[config.mk]
export PLATFORM = sky130hd
export DESIGN_NAME = mem_port_top
export DESIGN_NICKNAME = d
export VERILOG_FILES = /design/src/rtl/mem_port_pkg.sv /design/src/rtl/mem_port_top.sv /design/src/rtl/mem_bus_arbiter.sv /design/src/rtl/data_request_queue.sv /design/src/rtl/inst_fetch_unit.sv
export SDC_FILE = /design/constraint.sdc
export NUM_CORES = 1
export LEC_CHECK = 0
export ABC_CLOCK_PERIOD_IN_PS = 19400
export BUFFER_PORTS_ARGS = -buffer_cell sky130_fd_sc_hd__buf_4
export CAP_MARGIN = 20
export CORE_MARGIN = 2
export CORE_UTILIZATION = 40
export DETAILED_ROUTE_END_ITERATION = 7
export GPL_TIMING_DRIVEN = 0
export SLEW_MARGIN = 15
export SYNTH_ARGS = -nofsm -noshare
export SYNTH_HDL_FRONTEND = slang
export SYNTH_SLANG_ARGS = --single-unit
export TNS_END_PERCENT = 30
[constraint.sdc]
create_clock -name clock -period 19.4 [get_ports clock]
set_clock_uncertainty 0.15 [all_clocks]
set_input_delay 0.97 -clock clock [delete_from_list [all_inputs] [get_ports clock]]
set_output_delay 0.97 -clock clock [all_outputs]
set_load 0.03 [all_outputs]
[src/rtl/mem_port_pkg.sv]
package mem_port_pkg;

  ////////////////////////////////////////////////////////////
  // Sizes
  ////////////////////////////////////////////////////////////

  localparam int addr_width      = 64;
  localparam int data_width      = 64;
  localparam int tag_width       = 4;   // Tag 0 means rejected or no data
  localparam int num_tags        = 16;
  localparam int queue_depth     = 4;
  localparam int queue_ptr_width = $clog2(queue_depth);
  localparam int load_slots      = 2;
  localparam int id_width        = 4;

  localparam logic [addr_width-1:0] fetch_stride = 8;   // One doubleword per fetch
  localparam logic [addr_width-1:0] reset_pc     = '0;

  ////////////////////////////////////////////////////////////
  // Memory bus
  ////////////////////////////////////////////////////////////

  typedef enum logic [1:0] {
    bus_none  = 2'd0,
    bus_load  = 2'd1,
    bus_store = 2'd2
  } bus_cmd_t;

  // Fetch sees two instructions, data side one doubleword
  typedef union packed {
    logic [data_width-1:0]                dword;
    logic [1:0][data_width/2-1:0]         inst;   // inst[0] is the lower address
  } mem_word_u;

  typedef struct packed {
    bus_cmd_t              cmd;
    logic [addr_width-1:0] addr;
    logic [data_width-1:0] wdata;
  } mem_req_t;

  typedef struct packed {
    logic [tag_width-1:0]  tag;   // Nonzero marks valid data
    logic [data_width-1:0] data;
  } mem_ret_t;

  ////////////////////////////////////////////////////////////
  // Requester side
  ////////////////////////////////////////////////////////////

  typedef struct packed {
    logic [addr_width-1:0] pc;
    mem_word_u             word;
  } fetch_bundle_t;

  typedef struct packed {
    logic                  is_store;
    logic [id_width-1:0]   id;
    logic [addr_width-1:0] addr;
    logic [data_width-1:0] wdata;
  } data_req_t;

  typedef struct packed {
    logic [id_width-1:0]   id;
    logic [data_width-1:0] data;
  } load_result_t;

endpackage
[src/rtl/mem_port_top.sv]
`timescale 1ns/1ps

module mem_port_top
  import mem_port_pkg::*;
(
  input  logic                  clock,
  input  logic                  rst,
  output mem_req_t              mem_req,
  input  logic [tag_width-1:0]  mem_response,
  input  mem_ret_t              mem_ret,
  input  logic                  redirect_valid,
  input  logic [addr_width-1:0] redirect_pc,
  output logic                  fetch_valid,
  output fetch_bundle_t         fetch_bundle,
  input  logic                  fetch_ready,
  input  logic                  data_req_valid,
  input  data_req_t             data_req,
  output logic                  data_req_ready,
  output logic                  load_done,
  output load_result_t          load_result
);

  mem_req_t             fetch_req;
  mem_req_t             data_mem_req;
  logic [tag_width-1:0] fetch_accept_tag;
  logic [tag_width-1:0] data_accept_tag;
  mem_ret_t             fetch_ret;
  mem_ret_t             data_ret;

  ////////////////////////////////////////////////////////////
  // Requesters
  ////////////////////////////////////////////////////////////

  inst_fetch_unit inst_fetch_unit_inst (
    .clock            (clock),
    .rst              (rst),
    .redirect_valid   (redirect_valid),
    .redirect_pc      (redirect_pc),
    .fetch_req        (fetch_req),
    .fetch_accept_tag (fetch_accept_tag),
    .fetch_ret        (fetch_ret),
    .fetch_valid      (fetch_valid),
    .fetch_bundle     (fetch_bundle),
    .fetch_ready      (fetch_ready)
  );

  data_request_queue data_request_queue_inst (
    .clock           (clock),
    .rst             (rst),
    .data_req_valid  (data_req_valid),
    .data_req        (data_req),
    .data_req_ready  (data_req_ready),
    .data_mem_req    (data_mem_req),
    .data_accept_tag (data_accept_tag),
    .data_ret        (data_ret),
    .load_done       (load_done),
    .load_result     (load_result)
  );

  // Shared memory port
  mem_bus_arbiter mem_bus_arbiter_inst (
    .clock            (clock),
    .rst              (rst),
    .fetch_req        (fetch_req),
    .data_mem_req     (data_mem_req),
    .fetch_accept_tag (fetch_accept_tag),
    .data_accept_tag  (data_accept_tag),
    .mem_req          (mem_req),
    .mem_response     (mem_response),
    .mem_ret          (mem_ret),
    .fetch_ret        (fetch_ret),
    .data_ret         (data_ret)
  );

endmodule

[src/rtl/mem_bus_arbiter.sv]
`timescale 1ns/1ps

module mem_bus_arbiter
  import mem_port_pkg::*;
(
  input  logic                 clock,
  input  logic                 rst,
  input  mem_req_t             fetch_req,
  input  mem_req_t             data_mem_req,
  output logic [tag_width-1:0] fetch_accept_tag,
  output logic [tag_width-1:0] data_accept_tag,
  output mem_req_t             mem_req,
  input  logic [tag_width-1:0] mem_response,
  input  mem_ret_t             mem_ret,
  output mem_ret_t             fetch_ret,
  output mem_ret_t             data_ret
);

  logic                data_sel;
  logic                load_accept;
  logic                ret_valid;
  logic [num_tags-1:0] owner_data;   // 1 means the data side owns the tag
  logic [num_tags-1:0] tag_live;     // Loads accepted and not yet returned

  ////////////////////////////////////////////////////////////
  // Command path, data side first
  ////////////////////////////////////////////////////////////

  assign data_sel = data_mem_req.cmd != bus_none;
  assign mem_req  = data_sel ? data_mem_req : fetch_req;

  assign data_accept_tag  = data_sel ? mem_response : '0;
  assign fetch_accept_tag = data_sel ? '0 : mem_response;

  assign load_accept = (mem_req.cmd == bus_load) && (mem_response != '0);
  assign ret_valid   = mem_ret.tag != '0;

  // Return steering by owner
  always_comb
  begin
    fetch_ret      = mem_ret;
    data_ret       = mem_ret;
    fetch_ret.tag  = (ret_valid && !owner_data[mem_ret.tag]) ? mem_ret.tag : '0;
    data_ret.tag   = (ret_valid && owner_data[mem_ret.tag]) ? mem_ret.tag : '0;
  end

  ////////////////////////////////////////////////////////////
  // Tag tables
  ////////////////////////////////////////////////////////////

  always_ff @(posedge clock)
  begin
    if (load_accept)
      owner_data[mem_response] <= data_sel;
  end

  always_ff @(posedge clock)
  begin
    if (rst)
      tag_live <= '0;
    else
    begin
      if (ret_valid)
        tag_live[mem_ret.tag] <= 1'b0;
      if (load_accept)
        tag_live[mem_response] <= 1'b1;   // Reuse wins over a same-cycle return
    end
  end

  // Memory must only return tags it handed out for loads
  ret_tag_issued: assert property (@(posedge clock) disable iff (rst)
    ret_valid |-> tag_live[mem_ret.tag]);

endmodule

[src/rtl/data_request_queue.sv]
`timescale 1ns/1ps

module data_request_queue
  import mem_port_pkg::*;
(
  input  logic                 clock,
  input  logic                 rst,
  input  logic                 data_req_valid,
  input  data_req_t            data_req,
  output logic                 data_req_ready,
  output mem_req_t             data_mem_req,
  input  logic [tag_width-1:0] data_accept_tag,
  input  mem_ret_t             data_ret,
  output logic                 load_done,
  output load_result_t         load_result
);

  data_req_t                  fifo_mem [queue_depth];
  logic [queue_ptr_width-1:0] wr_ptr;
  logic [queue_ptr_width-1:0] rd_ptr;
  logic [queue_ptr_width:0]   count;
  logic [queue_ptr_width:0]   count_next;
  data_req_t                  head;
  logic                       push;
  logic                       pop;
  logic                       issue_ok;

  logic [load_slots-1:0] slot_valid;
  logic [tag_width-1:0]  slot_tag [load_slots];
  logic [id_width-1:0]   slot_id [load_slots];
  logic [load_slots-1:0] slot_hit;
  logic [load_slots-1:0] free_vec;
  logic [load_slots-1:0] place;      // One-hot slot taking the new load
  logic [id_width-1:0]   hit_id;

  ////////////////////////////////////////////////////////////
  // Issue from the FIFO head
  ////////////////////////////////////////////////////////////

  assign head     = fifo_mem[rd_ptr];
  assign push     = data_req_valid && data_req_ready;
  assign free_vec = ~slot_valid;
  assign issue_ok = (count != '0) && (head.is_store || (free_vec != '0));   // Stores need no slot

  always_comb
  begin
    data_mem_req.cmd = bus_none;
    if (issue_ok)
      data_mem_req.cmd = head.is_store ? bus_store : bus_load;
    data_mem_req.addr  = head.addr;
    data_mem_req.wdata = head.wdata;
  end

  assign pop        = (data_mem_req.cmd != bus_none) && (data_accept_tag != '0);
  assign count_next = count + (queue_ptr_width+1)'(push) - (queue_ptr_width+1)'(pop);
  assign place      = (pop && !head.is_store) ? (free_vec & (~free_vec + 1'b1)) : '0;

  // Match returns against the outstanding loads
  always_comb
  begin
    hit_id = '0;
    for (int i = 0; i < load_slots; i++)
    begin
      slot_hit[i] = slot_valid[i] && (data_ret.tag != '0) && (slot_tag[i] == data_ret.tag);
      if (slot_hit[i])
        hit_id = slot_id[i];
    end
  end

  ////////////////////////////////////////////////////////////
  // State
  ////////////////////////////////////////////////////////////

  always_ff @(posedge clock)
  begin
    if (rst)
    begin
      wr_ptr         <= '0;
      rd_ptr         <= '0;
      count          <= '0;
      data_req_ready <= 1'b0;
      slot_valid     <= '0;
      load_done      <= 1'b0;
    end
    else
    begin
      if (push)
        wr_ptr <= wr_ptr + 1'b1;
      if (pop)
        rd_ptr <= rd_ptr + 1'b1;
      count          <= count_next;
      data_req_ready <= count_next < queue_depth;
      for (int i = 0; i < load_slots; i++)
      begin
        if (slot_hit[i])
          slot_valid[i] <= 1'b0;
        else if (place[i])
          slot_valid[i] <= 1'b1;
      end
      load_done <= |slot_hit;   // Pulse, no back-pressure
    end
  end

  always_ff @(posedge clock)
  begin
    if (push)
      fifo_mem[wr_ptr] <= data_req;
    for (int i = 0; i < load_slots; i++)
    begin
      if (place[i])
      begin
        slot_tag[i] <= data_accept_tag;
        slot_id[i]  <= head.id;
      end
    end
    if (|slot_hit)
    begin
      load_result.id   <= hit_id;
      load_result.data <= data_ret.data;
    end
  end

  // Arbiter steering plus memory tag reuse must keep slots distinct
  one_slot_per_tag: assert property (@(posedge clock) disable iff (rst)
    $onehot0(slot_hit));

endmodule

[src/rtl/inst_fetch_unit.sv]
`timescale 1ns/1ps

module inst_fetch_unit
  import mem_port_pkg::*;
(
  input  logic                  clock,
  input  logic                  rst,
  input  logic                  redirect_valid,
  input  logic [addr_width-1:0] redirect_pc,
  output mem_req_t              fetch_req,
  input  logic [tag_width-1:0]  fetch_accept_tag,
  input  mem_ret_t              fetch_ret,
  output logic                  fetch_valid,
  output fetch_bundle_t         fetch_bundle,
  input  logic                  fetch_ready
);

  logic [addr_width-1:0] pc;
  logic                  req_valid;   // Load for pc is on the bus
  logic                  waiting;     // Accepted, data not back yet
  logic [tag_width-1:0]  out_tag;
  logic                  stale;       // Outstanding tag belongs to an old path
  logic                  accepted;
  logic                  returned;
  logic                  transfer;
  logic                  can_issue;

  assign accepted  = req_valid && (fetch_accept_tag != '0);
  assign returned  = waiting && (fetch_ret.tag != '0) && (fetch_ret.tag == out_tag);
  assign transfer  = fetch_valid && fetch_ready;
  assign can_issue = !req_valid && !waiting && !fetch_valid;

  // Rejected commands stay up until memory takes them
  assign fetch_req.cmd   = req_valid ? bus_load : bus_none;
  assign fetch_req.addr  = pc;
  assign fetch_req.wdata = '0;

  ////////////////////////////////////////////////////////////
  // Control
  ////////////////////////////////////////////////////////////

  always_ff @(posedge clock)
  begin
    if (rst)
    begin
      pc          <= reset_pc;
      req_valid   <= 1'b0;
      waiting     <= 1'b0;
      stale       <= 1'b0;
      fetch_valid <= 1'b0;
    end
    else
    begin
      if (accepted)
        req_valid <= 1'b0;
      else if (can_issue)
        req_valid <= 1'b1;

      if (accepted)
        waiting <= 1'b1;
      else if (returned)
        waiting <= 1'b0;

      // A redirect orphans whatever tag is in flight
      if (accepted)
        stale <= redirect_valid;
      else if (returned)
        stale <= 1'b0;
      else if (redirect_valid && waiting)
        stale <= 1'b1;

      if (redirect_valid)
        fetch_valid <= 1'b0;
      else if (returned && !stale)
        fetch_valid <= 1'b1;
      else if (transfer)
        fetch_valid <= 1'b0;

      if (redirect_valid)
        pc <= redirect_pc;
      else if (transfer)
        pc <= pc + fetch_stride;   // Next doubleword
    end
  end

  ////////////////////////////////////////////////////////////
  // Tag and output register
  ////////////////////////////////////////////////////////////

  always_ff @(posedge clock)
  begin
    if (accepted)
      out_tag <= fetch_accept_tag;
    if (returned && !stale && !redirect_valid)
    begin
      fetch_bundle.pc         <= pc;
      fetch_bundle.word.dword <= fetch_ret.data;
    end
  end

  // Consumer must see the same bundle until it takes it
  bundle_held: assert property (@(posedge clock) disable iff (rst)
    fetch_valid && !fetch_ready && !redirect_valid |=> fetch_valid && $stable(fetch_bundle));

endmodule

== After elaboration in Yosys (flattened, before gate mapping) ==
Memories as Yosys holds them, arrays and structs flattened. A register that Yosys moved wholly into a read port is not among the register bits.
Cells that the tools add are included.

* Add/sub/neg operators: 6
* Order comparisons: 4
* Eq/ne operators: 4
* Muxes and demuxes: 39
* Bitwise gates (word level): 3
* Reductions and logical operators: 49

{| class="wikitable"
|+ Operator list
! cell !! number
|-
| 130-bit 2-to-1 mux || 1
|-
| 64-bit 2-to-1 mux || 2
|-
| 64-bit by 4-bit adder with 64-bit output (second input constant) || 1
|-
| 4-bit 2-to-1 mux || 8
|-
| 4-bit nonzero test || 6
|-
| 1-bit logical AND || 21
|-
| 1-bit 2-to-1 mux || 20
|-
| 16-bit bitwise mux || 1
|-
| 4-bit == test || 3
|-
| 4-bit by 5-bit < comparator with 1-bit output (second input constant) || 2
|-
| 2-bit 2-to-1 mux || 5
|-
| 2-bit nonzero test || 5
|-
| 2-bit OR reduction || 5
|-
| 4-bit OR reduction || 2
|-
| 1-bit zero test || 7
|-
| 2-bit by 1-bit adder with 2-bit output (second input constant) || 3
|-
| 3-bit nonzero test || 2
|-
| 1-bit binary-select mux with 4-bit select || 1
|-
| 1-bit demux with 4-bit select || 1
|-
| 4-bit by 1-bit >= comparator with 1-bit output (second input constant) || 1
|-
| 2-bit inverter || 2
|-
| 3-bit by 1-bit adder with 3-bit output || 1
|-
| 3-bit < comparator (second input constant) || 1
|-
| 3-bit by 1-bit subtractor with 3-bit output || 1
|-
| 3 further kinds || 3
|}

* Register bits after elaboration: 295
* RAM bits: 548
* Input bits: 274
* Memories: 3

{| class="wikitable"
|+ Memory list
! name !! depth !! width !! rd ports !! clocked after memory_dff !! wr ports !! line !! text
|-
| data_request_queue_inst.fifo_mem || 4 || 133 || 1 || 1 || 1 || data_request_queue.sv:18 || <nowiki>data_req_t fifo_mem [queue_depth];</nowiki>
|-
| data_request_queue_inst.slot_id || 2 || 4 || 2 || 0 || 1 || data_request_queue.sv:30 || <nowiki>logic [id_width-1:0] slot_id [load_slots];</nowiki>
|-
| data_request_queue_inst.slot_tag || 2 || 4 || 2 || 0 || 1 || data_request_queue.sv:29 || <nowiki>logic [tag_width-1:0] slot_tag [load_slots];</nowiki>
|}

== Depth between registers and ports, before layout ==
Gate-level depths: netlist of run 1.

* Word-level depth: 15
* Gate-level depth with buffers: 14
* Depth with buffers taken out: 12

== By module ==
Synthesis of run 1 repeated with hierarchy kept, for this count alone.

* Cell total of the unflattened synthesis: 2064
* Area, all modules: 35300.1 sq um

{| class="wikitable"
|+ Modules (own cells, without submodules)
! module !! times used !! cells each !! area an instance (sq um) !! seq. area each (sq um)
|-
| data_request_queue || 1 || 1003 || 23421.2 || 18758.0
|-
| inst_fetch_unit || 1 || 701 || 8443.1 || 5325.1
|-
| mem_bus_arbiter || 1 || 360 || 3435.8 || 450.4
|}

== Worst setup path after synthesis of run 1 ==
No wires, ideal clock.

* Path kind: input -> register
* Start: input port mem_ret[64] (netlist bit)
* End: register, netlist name inst_fetch_unit_inst.fetch_bundle[0]
* Data arrival time: 14.355 ns
* Data required time: 18.321 ns
* Setup slack: 3.967 ns
* Stages on the path: 5
* Buffers on the path: 1
* Cells stage by stage: clkbuf_1 > mux4_2 > a22o_1 > o21bai_1 > nor4_1

* Word-level cells in the longest chain between the ends: 10

{| class="wikitable"
|+ RTL lines
! item !! line !! text
|-
| start, declared || mem_port_top.sv:10 || <nowiki>input mem_ret_t mem_ret,</nowiki>
|-
| 1-bit binary-select mux with 4-bit select || mem_bus_arbiter.sv:43 || <nowiki>fetch_ret.tag = (ret_valid && !owner_data[mem_ret.tag]) ? mem_ret.tag : '0;</nowiki>
|-
| 1-bit 2-to-1 mux (implied by the code) || mem_bus_arbiter.sv:43 ||
|-
| 1-bit zero test || mem_bus_arbiter.sv:43 ||
|-
| 1-bit logical AND || mem_bus_arbiter.sv:43 ||
|-
| 4-bit 2-to-1 mux * || mem_bus_arbiter.sv:43 ||
|-
| 4-bit nonzero test || inst_fetch_unit.sv:29 || <nowiki>assign returned = waiting && (fetch_ret.tag != '0) && (fetch_ret.tag == out_tag);</nowiki>
|-
| 1-bit logical AND || inst_fetch_unit.sv:29 ||
|-
| 1-bit logical AND * || inst_fetch_unit.sv:29 ||
|-
| 1-bit logical AND * (2 in series) || inst_fetch_unit.sv:94 || <nowiki>if (returned && !stale && !redirect_valid)</nowiki>
|}

Mark *: on every way between the ends. The rest lies on a longest branch, timed or not. The select of a mux whose other input is x is not followed.
A chain may end at the register's enable or synchronous reset.

==> metrics.md, run 1 <==
| Metric | Value |
|---|---|
| Outcome | `finished clean` |
| Tcrit/Tclk final | `32.7%` |
| DR iter-0 viols | `1311` |
| Post-route DRC violation count | `0` |
| Buffers added on ports | `598` |
| Clock sinks | `845` |
| WL final | `94000 µm` |
| HP Class | `reg2reg` |
| Post-CTS Setup Repair Bufs | `0` |
| Final setup violation count | `0` |
| CTS tree | `done` |
| Critical path class | `reg2out` |
| Int Power | `3680 µW` |
| Number of iterations in the first detailed-routing pass | `8` |
| Most common cell after layout, fill and taps aside | `edfxtp_1` |
| Mean routed wirelength per cell | `25.3 µm` |
| Mapped Cells | `1848` |
| CP max stage delay | `920 ps` |
| Critical Path RT | `18280 ps` |
| CP max FO | `10` |
| Most frequent cells in the layout | `edfxtp_1, buf_4, nand2_1, mux4_2, clkbuf_1` |
| First-pass GRT wire length | `132000 µm` |
| H-tree depth | `3` |
| Num CTS Buffers | `88` |
| Crit path buf inv count | `6` |
| Static Leak | `0.0148 µW` |
| Synthesized cell area | `32300 µm²` |
| Power share of the clock group | `31.0%` |
| Max Slew Vio Count | `0` |
| Crit end category | `primary output` |
| CP top delay family | `buffers and inverters` |
| Worst Hold Depth | `0` |
| Layout Cells excl Fill | `3720` |
| GR Util All Layers | `22.0%` |
| F_max | `157 MHz` |
| Switching share of total power | `32.1%` |
| FILL cells | `6660` |
| Slowest CP cell | `o21ai_1` |
| Unrepaired setup endpoints after global routing | `false` |
| Die Area | `83200 µm²` |
| Seq pwr share | `39.5%` |
| Largest net degree at the start of global routing | `55` |
| Area added between synthesis and finish | `28.7%` |
| Measured slew at the worst slew-check pin | `1160 ps` |
| Dpl hpwl | `69600 µm` |
| PD cells | `130 nW/µm²` |
| Final min period | `6350 ps` |
| Synth Warn # | `0` |
| Post-synth top flop | `edfxtp_1` |
| Slew HR | `22.1%` |
| Core Rows | `104` |
| Die width | `288 µm` |
| Sequential area share after synthesis | `75.9%` |
| Final ANT Viol Nets | `0` |
| Core area | `80300 µm²` |
| Switching Power | `1740 µW` |
| Initial Util | `40.3%` |
| Clock Pin Slew Worst Setup and Hold Paths | `60 ps` |
| Post-cts resize count | `0` |
| TNS Setup | `0 ps` |
| Worst setup margin | `13050 ps` |
| Layout cells sized above 1 | `34.9%` |
| Hold Slack | `320 ps` |
| Detailed-route via count | `19300` |
| Max_cap viols | `0` |
| Post-synthesis net count | `2130` |
| Maximum clock path buffer count | `3` |
| CP Launch Type | `flop` |
| CP dominant cell by count | `clkbuf_1` |
| Die height | `288 µm` |
| Synth unique cells | `67` |
| Crit path cell chain | `clkbuf_1, mux4_2, o21ai_1, inv_1, clkbuf_1, clkbuf_1, clkbuf_1, nand2_1, o21ai_0, buf_4` |
| Grt ovf | `0` |
| Routed vias/inst | `5.20` |
| Peak supply drop | `111 µV` |
| Final Hold Violating Endpoints | `0` |
| WP depth | `10` |
| R2R cell count | `14` |
| Async S/R FF share, synth | `0%` |
| Placed cells | `3542` |
| Worst EP arrival | `5230 ps` |
| Clock latency on the worst-skew pair | `640 ps` |
| Hold buffer count at cts | `0` |
| CTS root buf | `clkbuf_16` |
| Layout Nets | `2854` |
| Initial antenna violation count | `26` |
| Pwr Total | `5420 µW` |
| Mapped Avg Cell Area | `17.5 µm²` |
| Logic pwr share | `29.4%` |
| GPL Wtd Cong | `0.879` |
| Synth Register Bits | `845` |
| I/O pins | `603` |
| Pre-CTS setup slack | `13610 ps` |
| Vias in the first global route | `19800` |
| EDFF count, synth | `764` |
power by group through the flow:
stage | Combinational, µW | Sequential, µW | Clock [µW]
after detailed placement | 1620 | 2180 | 0
after global routing | 1700 | 2150 | 1790
after CTS | 1620 | 2140 | 1720
after global placement | 1600 | 2190 | 0
final | 1590 | 2140 | 1680
after floorplan | 964 | 2180 | 0
worst register-to-register path: cells and delay by family, from the launching register on:
family / cells / cell delay (ps)
buf+inv: 5 / 1210
compound gates: 1 / 920
fa+ha+maj: 3 / 780
mux: 1 / 650
simple gates: 2 / 550
flops: 1 / 320
xor+xnor: 2 / 320
final timing paths:
kind / start / slack, ps / end
worst max-delay path: flop / 13050 / mem_req[120]
worst min-delay path: inst_fetch_unit_inst.pc[0] / 320 / inst_fetch_unit_inst.fetch_bundle[64]
worst max register to register: flop / 14420 / data_request_queue_inst.data_req_ready
worst min register to register: inst_fetch_unit_inst.pc[0] / 320 / inst_fetch_unit_inst.fetch_bundle[64]
layer usage:
layer	part of all wire (%)	global-route usage, %	wire [µm]
met1	36	24.6	33500
met2	51	38.1	47900
met3	9.4	7.50	8800
met4	3.9	9.87	3710
met5	0.098	0	92
registers in the layout, indices dropped and copies added (netlist names), named ones only:
name and cells:
data_request_queue_inst.data_req_ready 1, mem_bus_arbiter_inst.owner_data 16, inst_fetch_unit_inst.out_tag 4, data_request_queue_inst.rd_ptr 2, inst_fetch_unit_inst.req_valid 1, inst_fetch_unit_inst.fetch_valid 1, data_request_queue_inst.slot_id 8, inst_fetch_unit_inst.stale 1
data_request_queue_inst.wr_ptr 2, data_request_queue_inst.count 3, inst_fetch_unit_inst.pc 64, data_request_queue_inst.slot_tag 8, data_request_queue_inst.load_done 1, inst_fetch_unit_inst.fetch_bundle 128, data_request_queue_inst.load_result 68, inst_fetch_unit_inst.waiting 1
data_request_queue_inst.fifo_mem 532, data_request_queue_inst.slot_valid 2
cell usage after synthesis (all sizes together), types with 3 or more instances:
cell type	instances	area, µm²
or3	20	126
mux4	136	3060
a311o	5	50.1
nand2	217	815
dfxtp	81	1620
nor4	19	134
nand3	30	150
a21oi	14	70.1
o21ai	29	145
a211oi	22	165
buf	19	80.1
ha	7	87.6
inv	30	113
o2111a	6	67.6
a31oi	3	18.8
xnor2	27	236
o31ai	8	60.1
edfxtp	764	22900
nor3	23	120
a311oi	16	140
mux2i	9	90.1
or2	7	43.8
nor2	86	323
nor2b	6	37.5
and4	8	71.3
clkbuf	74	278
nand4	29	188
or4	11	83.8
and3	18	114
xor2	16	140
and2	72	450
a211o	3	26.3
mux2	5	56.3
cells by family after synthesis:
family	count (synthesis)	share of synthesized area [%]
buffers and inverters	123	1.45
other	1	0.0116
AO/OA/AOI/OAI	124	2.77
XOR/XNOR	43	1.16
multiplexers	150	9.92
AND/OR/NAND/NOR	554	8.41
flip-flops	845	75.9
adder cells (fa/ha/maj)	8	0.333
area by class of cell:
type	instances	area [µm²]	area share, %
diodes	18	45.0	0.108
plain buffers	93	360	0.865
clock buffers	111	2350	5.64
clock inverters	49	558	1.34
inverters	30	113	0.270
multi-input cells	880	7350	17.6
flip-flops and latches	845	24600	59.0
well taps	1060	1330	3.18
repair buffers	634	4980	12.0
stage by stage:
stage	utilization, %	area [µm²]
final	51.9	41600
after CTS	51.8	41600
after detailed placement	48.2	38700
after floorplan	-	32300
after global routing	51.9	41600
after global placement	47.5	38200
No activity file was read; power rests on OpenSTA's default activity.
==> run 2, diff against run 1 <==
ABC_CLOCK_PERIOD_IN_PS = 6150   (was 19400)
clock period = 6.15 ns   (was 19.4 ns; I/O delays follow)
==> metrics.md, run 2 (synthesis results as in run 1) <==
| Metric | Value |
|---|---|
| Slew HR | `31.0%` |
| WL met2 | `49600 µm` |
| Top routing layer used | `met5` |
| Post-CTS Setup Repair Bufs | `0` |
| Unrepaired setup endpoints after global routing | `false` |
| WL final | `97400 µm` |
| Crit end category | `primary output` |
| Largest net degree at the start of global routing | `55` |
| Critical path class | `reg2out` |
| Clock sinks | `845` |
| Die height | `288 µm` |
| Final Hold Violating Endpoints | `0` |
| Tcrit/Tclk final | `88.7%` |
| Grt ovf | `0` |
| Final ANT Viol Nets | `0` |
| CP max FO | `10` |
| Worst Hold Depth | `5` |
| HP Class | `in2reg` |
| Routed vias/inst | `5.18` |
| Largest regs | `data_request_queue_inst.fifo_mem (532), inst_fetch_unit_inst.fetch_bundle (128), data_request_queue_inst.load_result (68)` |
| Initial Util | `40.3%` |
| Detailed-route via count | `20600` |
| Buffers added on ports | `598` |
| Pre-CTS setup slack | `1010 ps` |
| Met1 WL | `36800 µm` |
| Core area | `80300 µm²` |
| Metal3 WL | `7530 µm` |
| Dpl hpwl | `70600 µm` |
| Internal reg-to-reg setup slack | `1460 ps` |
| Max_cap viols | `0` |
| Die Area | `83200 µm²` |
| Worst setup margin | `698 ps` |
| F_max | `183 MHz` |
| Most frequent cells in the layout | `edfxtp_1, buf_4, dlygate4sd3_1, nand2_1, mux4_2` |
| Worst EP arrival | `4990 ps` |
| Post-route cell area | `44400 µm²` |
| Core Rows | `104` |
| Clock Pin Slew Worst Setup and Hold Paths | `60 ps` |
| R2R cell count | `14` |
| Post-route DRC violation count | `0` |
| Die width | `288 µm` |
| Max FFs per register | `532` |
| I/O pins | `603` |
| Final setup violation count | `0` |
| Measured slew at the worst slew-check pin | `1020 ps` |
| Peak supply drop | `341 µV` |
| First-pass GRT wire length | `138000 µm` |
| CTS root buf | `clkbuf_16` |
| Placed cell area | `38700 µm²` |
| CP Launch Type | `flop` |
| Number of iterations in the first detailed-routing pass | `7` |
| H-tree depth | `3` |
| Max Slew Vio Count | `0` |
| DR iter-0 viols | `1472` |
| Mean routed wirelength per cell | `24.5 µm` |
| Vias in the first global route | `21000` |
| GPL Wtd Cong | `0.867` |
| Maximum clock path buffer count | `3` |
| FILL cells | `6324` |
| Critical Path RT | `5690 ps` |
| Multi-input logic area | `7370 µm²` |
| Reg area | `24600 µm²` |
| GR Util All Layers | `22.8%` |
| Layout cells sized above 1 | `31.6%` |
| Clock latency on the worst-skew pair | `660 ps` |
| Layout Nets | `3119` |
| Static Leak | `0.0159 µW` |
| Area added between synthesis and finish | `37.4%` |
| Most common cell after layout, fill and taps aside | `edfxtp_1` |
| Num CTS Buffers | `90` |
| Final min period | `5450 ps` |
| Outcome | `finished clean` |
| Biggest register | `data_request_queue_inst.fifo_mem` |
| Initial antenna violation count | `23` |
| Core Util, Final | `55.4%` |
| PD cells | `390 nW/µm²` |
| CTS tree | `done` |
## run 2: cell count changes in the layout (fill, tap and decap cells not counted), sizes merged
cell,delta
bufinv,-1
diode,-8
clkinvlp,+4
clkbuf,-2
dlygate4sd3,+272
buf,-9
clkinv,+3
## run 2: where the power goes
group	total [µW]	leakage, µW	internal, µW	switching [µW]
registers	6760	0.00759	6620	139
clock network	5350	0.00142	3080	2260
logic	5230	0.00687	2010	3220
total	17300	0.0159	11700	5620
## run 2: through the flow
step / setup TNS (ps) / cells / total power, µW / hold WS, ps
6_report: 0 / 3979 / 17300 / 97.7
5_1_grt: 0 / 3975 / 18100 / 117
4_1_cts: 0 / 3968 / 17500 / 49.8
3_5_place_dp: 0 / 3532 / 12000 / 298
3_3_place_gp: -880930 / 3506 / 12000 / 290
2_1_floorplan: 0 / 1848 / 9930 / 256
## run 2: worst max-delay path, stage by stage, from the launching register on
cell      delay (ps)
dfxtp_1          310
clkbuf_1         490
mux4_2           660
o21ai_2          720
inv_1            130
clkbuf_1         420
clkbuf_1         570
clkbuf_1         390
nand2_1          110
o21ai_0          250
buf_4            280
## run 2: layout make-up
cell class                 instances  share of cell area [%]
multi-input combinational        880                    16.6
inverter                          30                   0.253
clock inverter                    55                    1.37
buffer                            93                   0.831
sequential                       845                    55.3
tap                             1060                    2.98
clock buffer                     109                    5.27
antenna                           10                  0.0563
timing repair buffer             897                    17.4
## run 2: worst paths after layout
| kind | to | startpoint |
|---|---|---|
| worst max register to register | data_request_queue_inst.data_req_ready | flop |
| worst min register to register | inst_fetch_unit_inst.fetch_bundle[121] | inst_fetch_unit_inst.pc[57] |
| worst min-delay path | inst_fetch_unit_inst.pc[55] | redirect_valid |
| worst max-delay path | mem_req[98] | flop |
## run 2: layer usage
metal | GRT usage (%) | vias up
met5 | 0 | -
met4 | 7.81 | 20
met3 | 5.93 | 197
met2 | 40.1 | 813
met1 | 27.3 | 10300
li1 | - | 9227
## run 2: repair_timing
action,CTS,global route
endpoints found under the hold margin,754,0
resized for setup,0,0
hold buffers,272,0
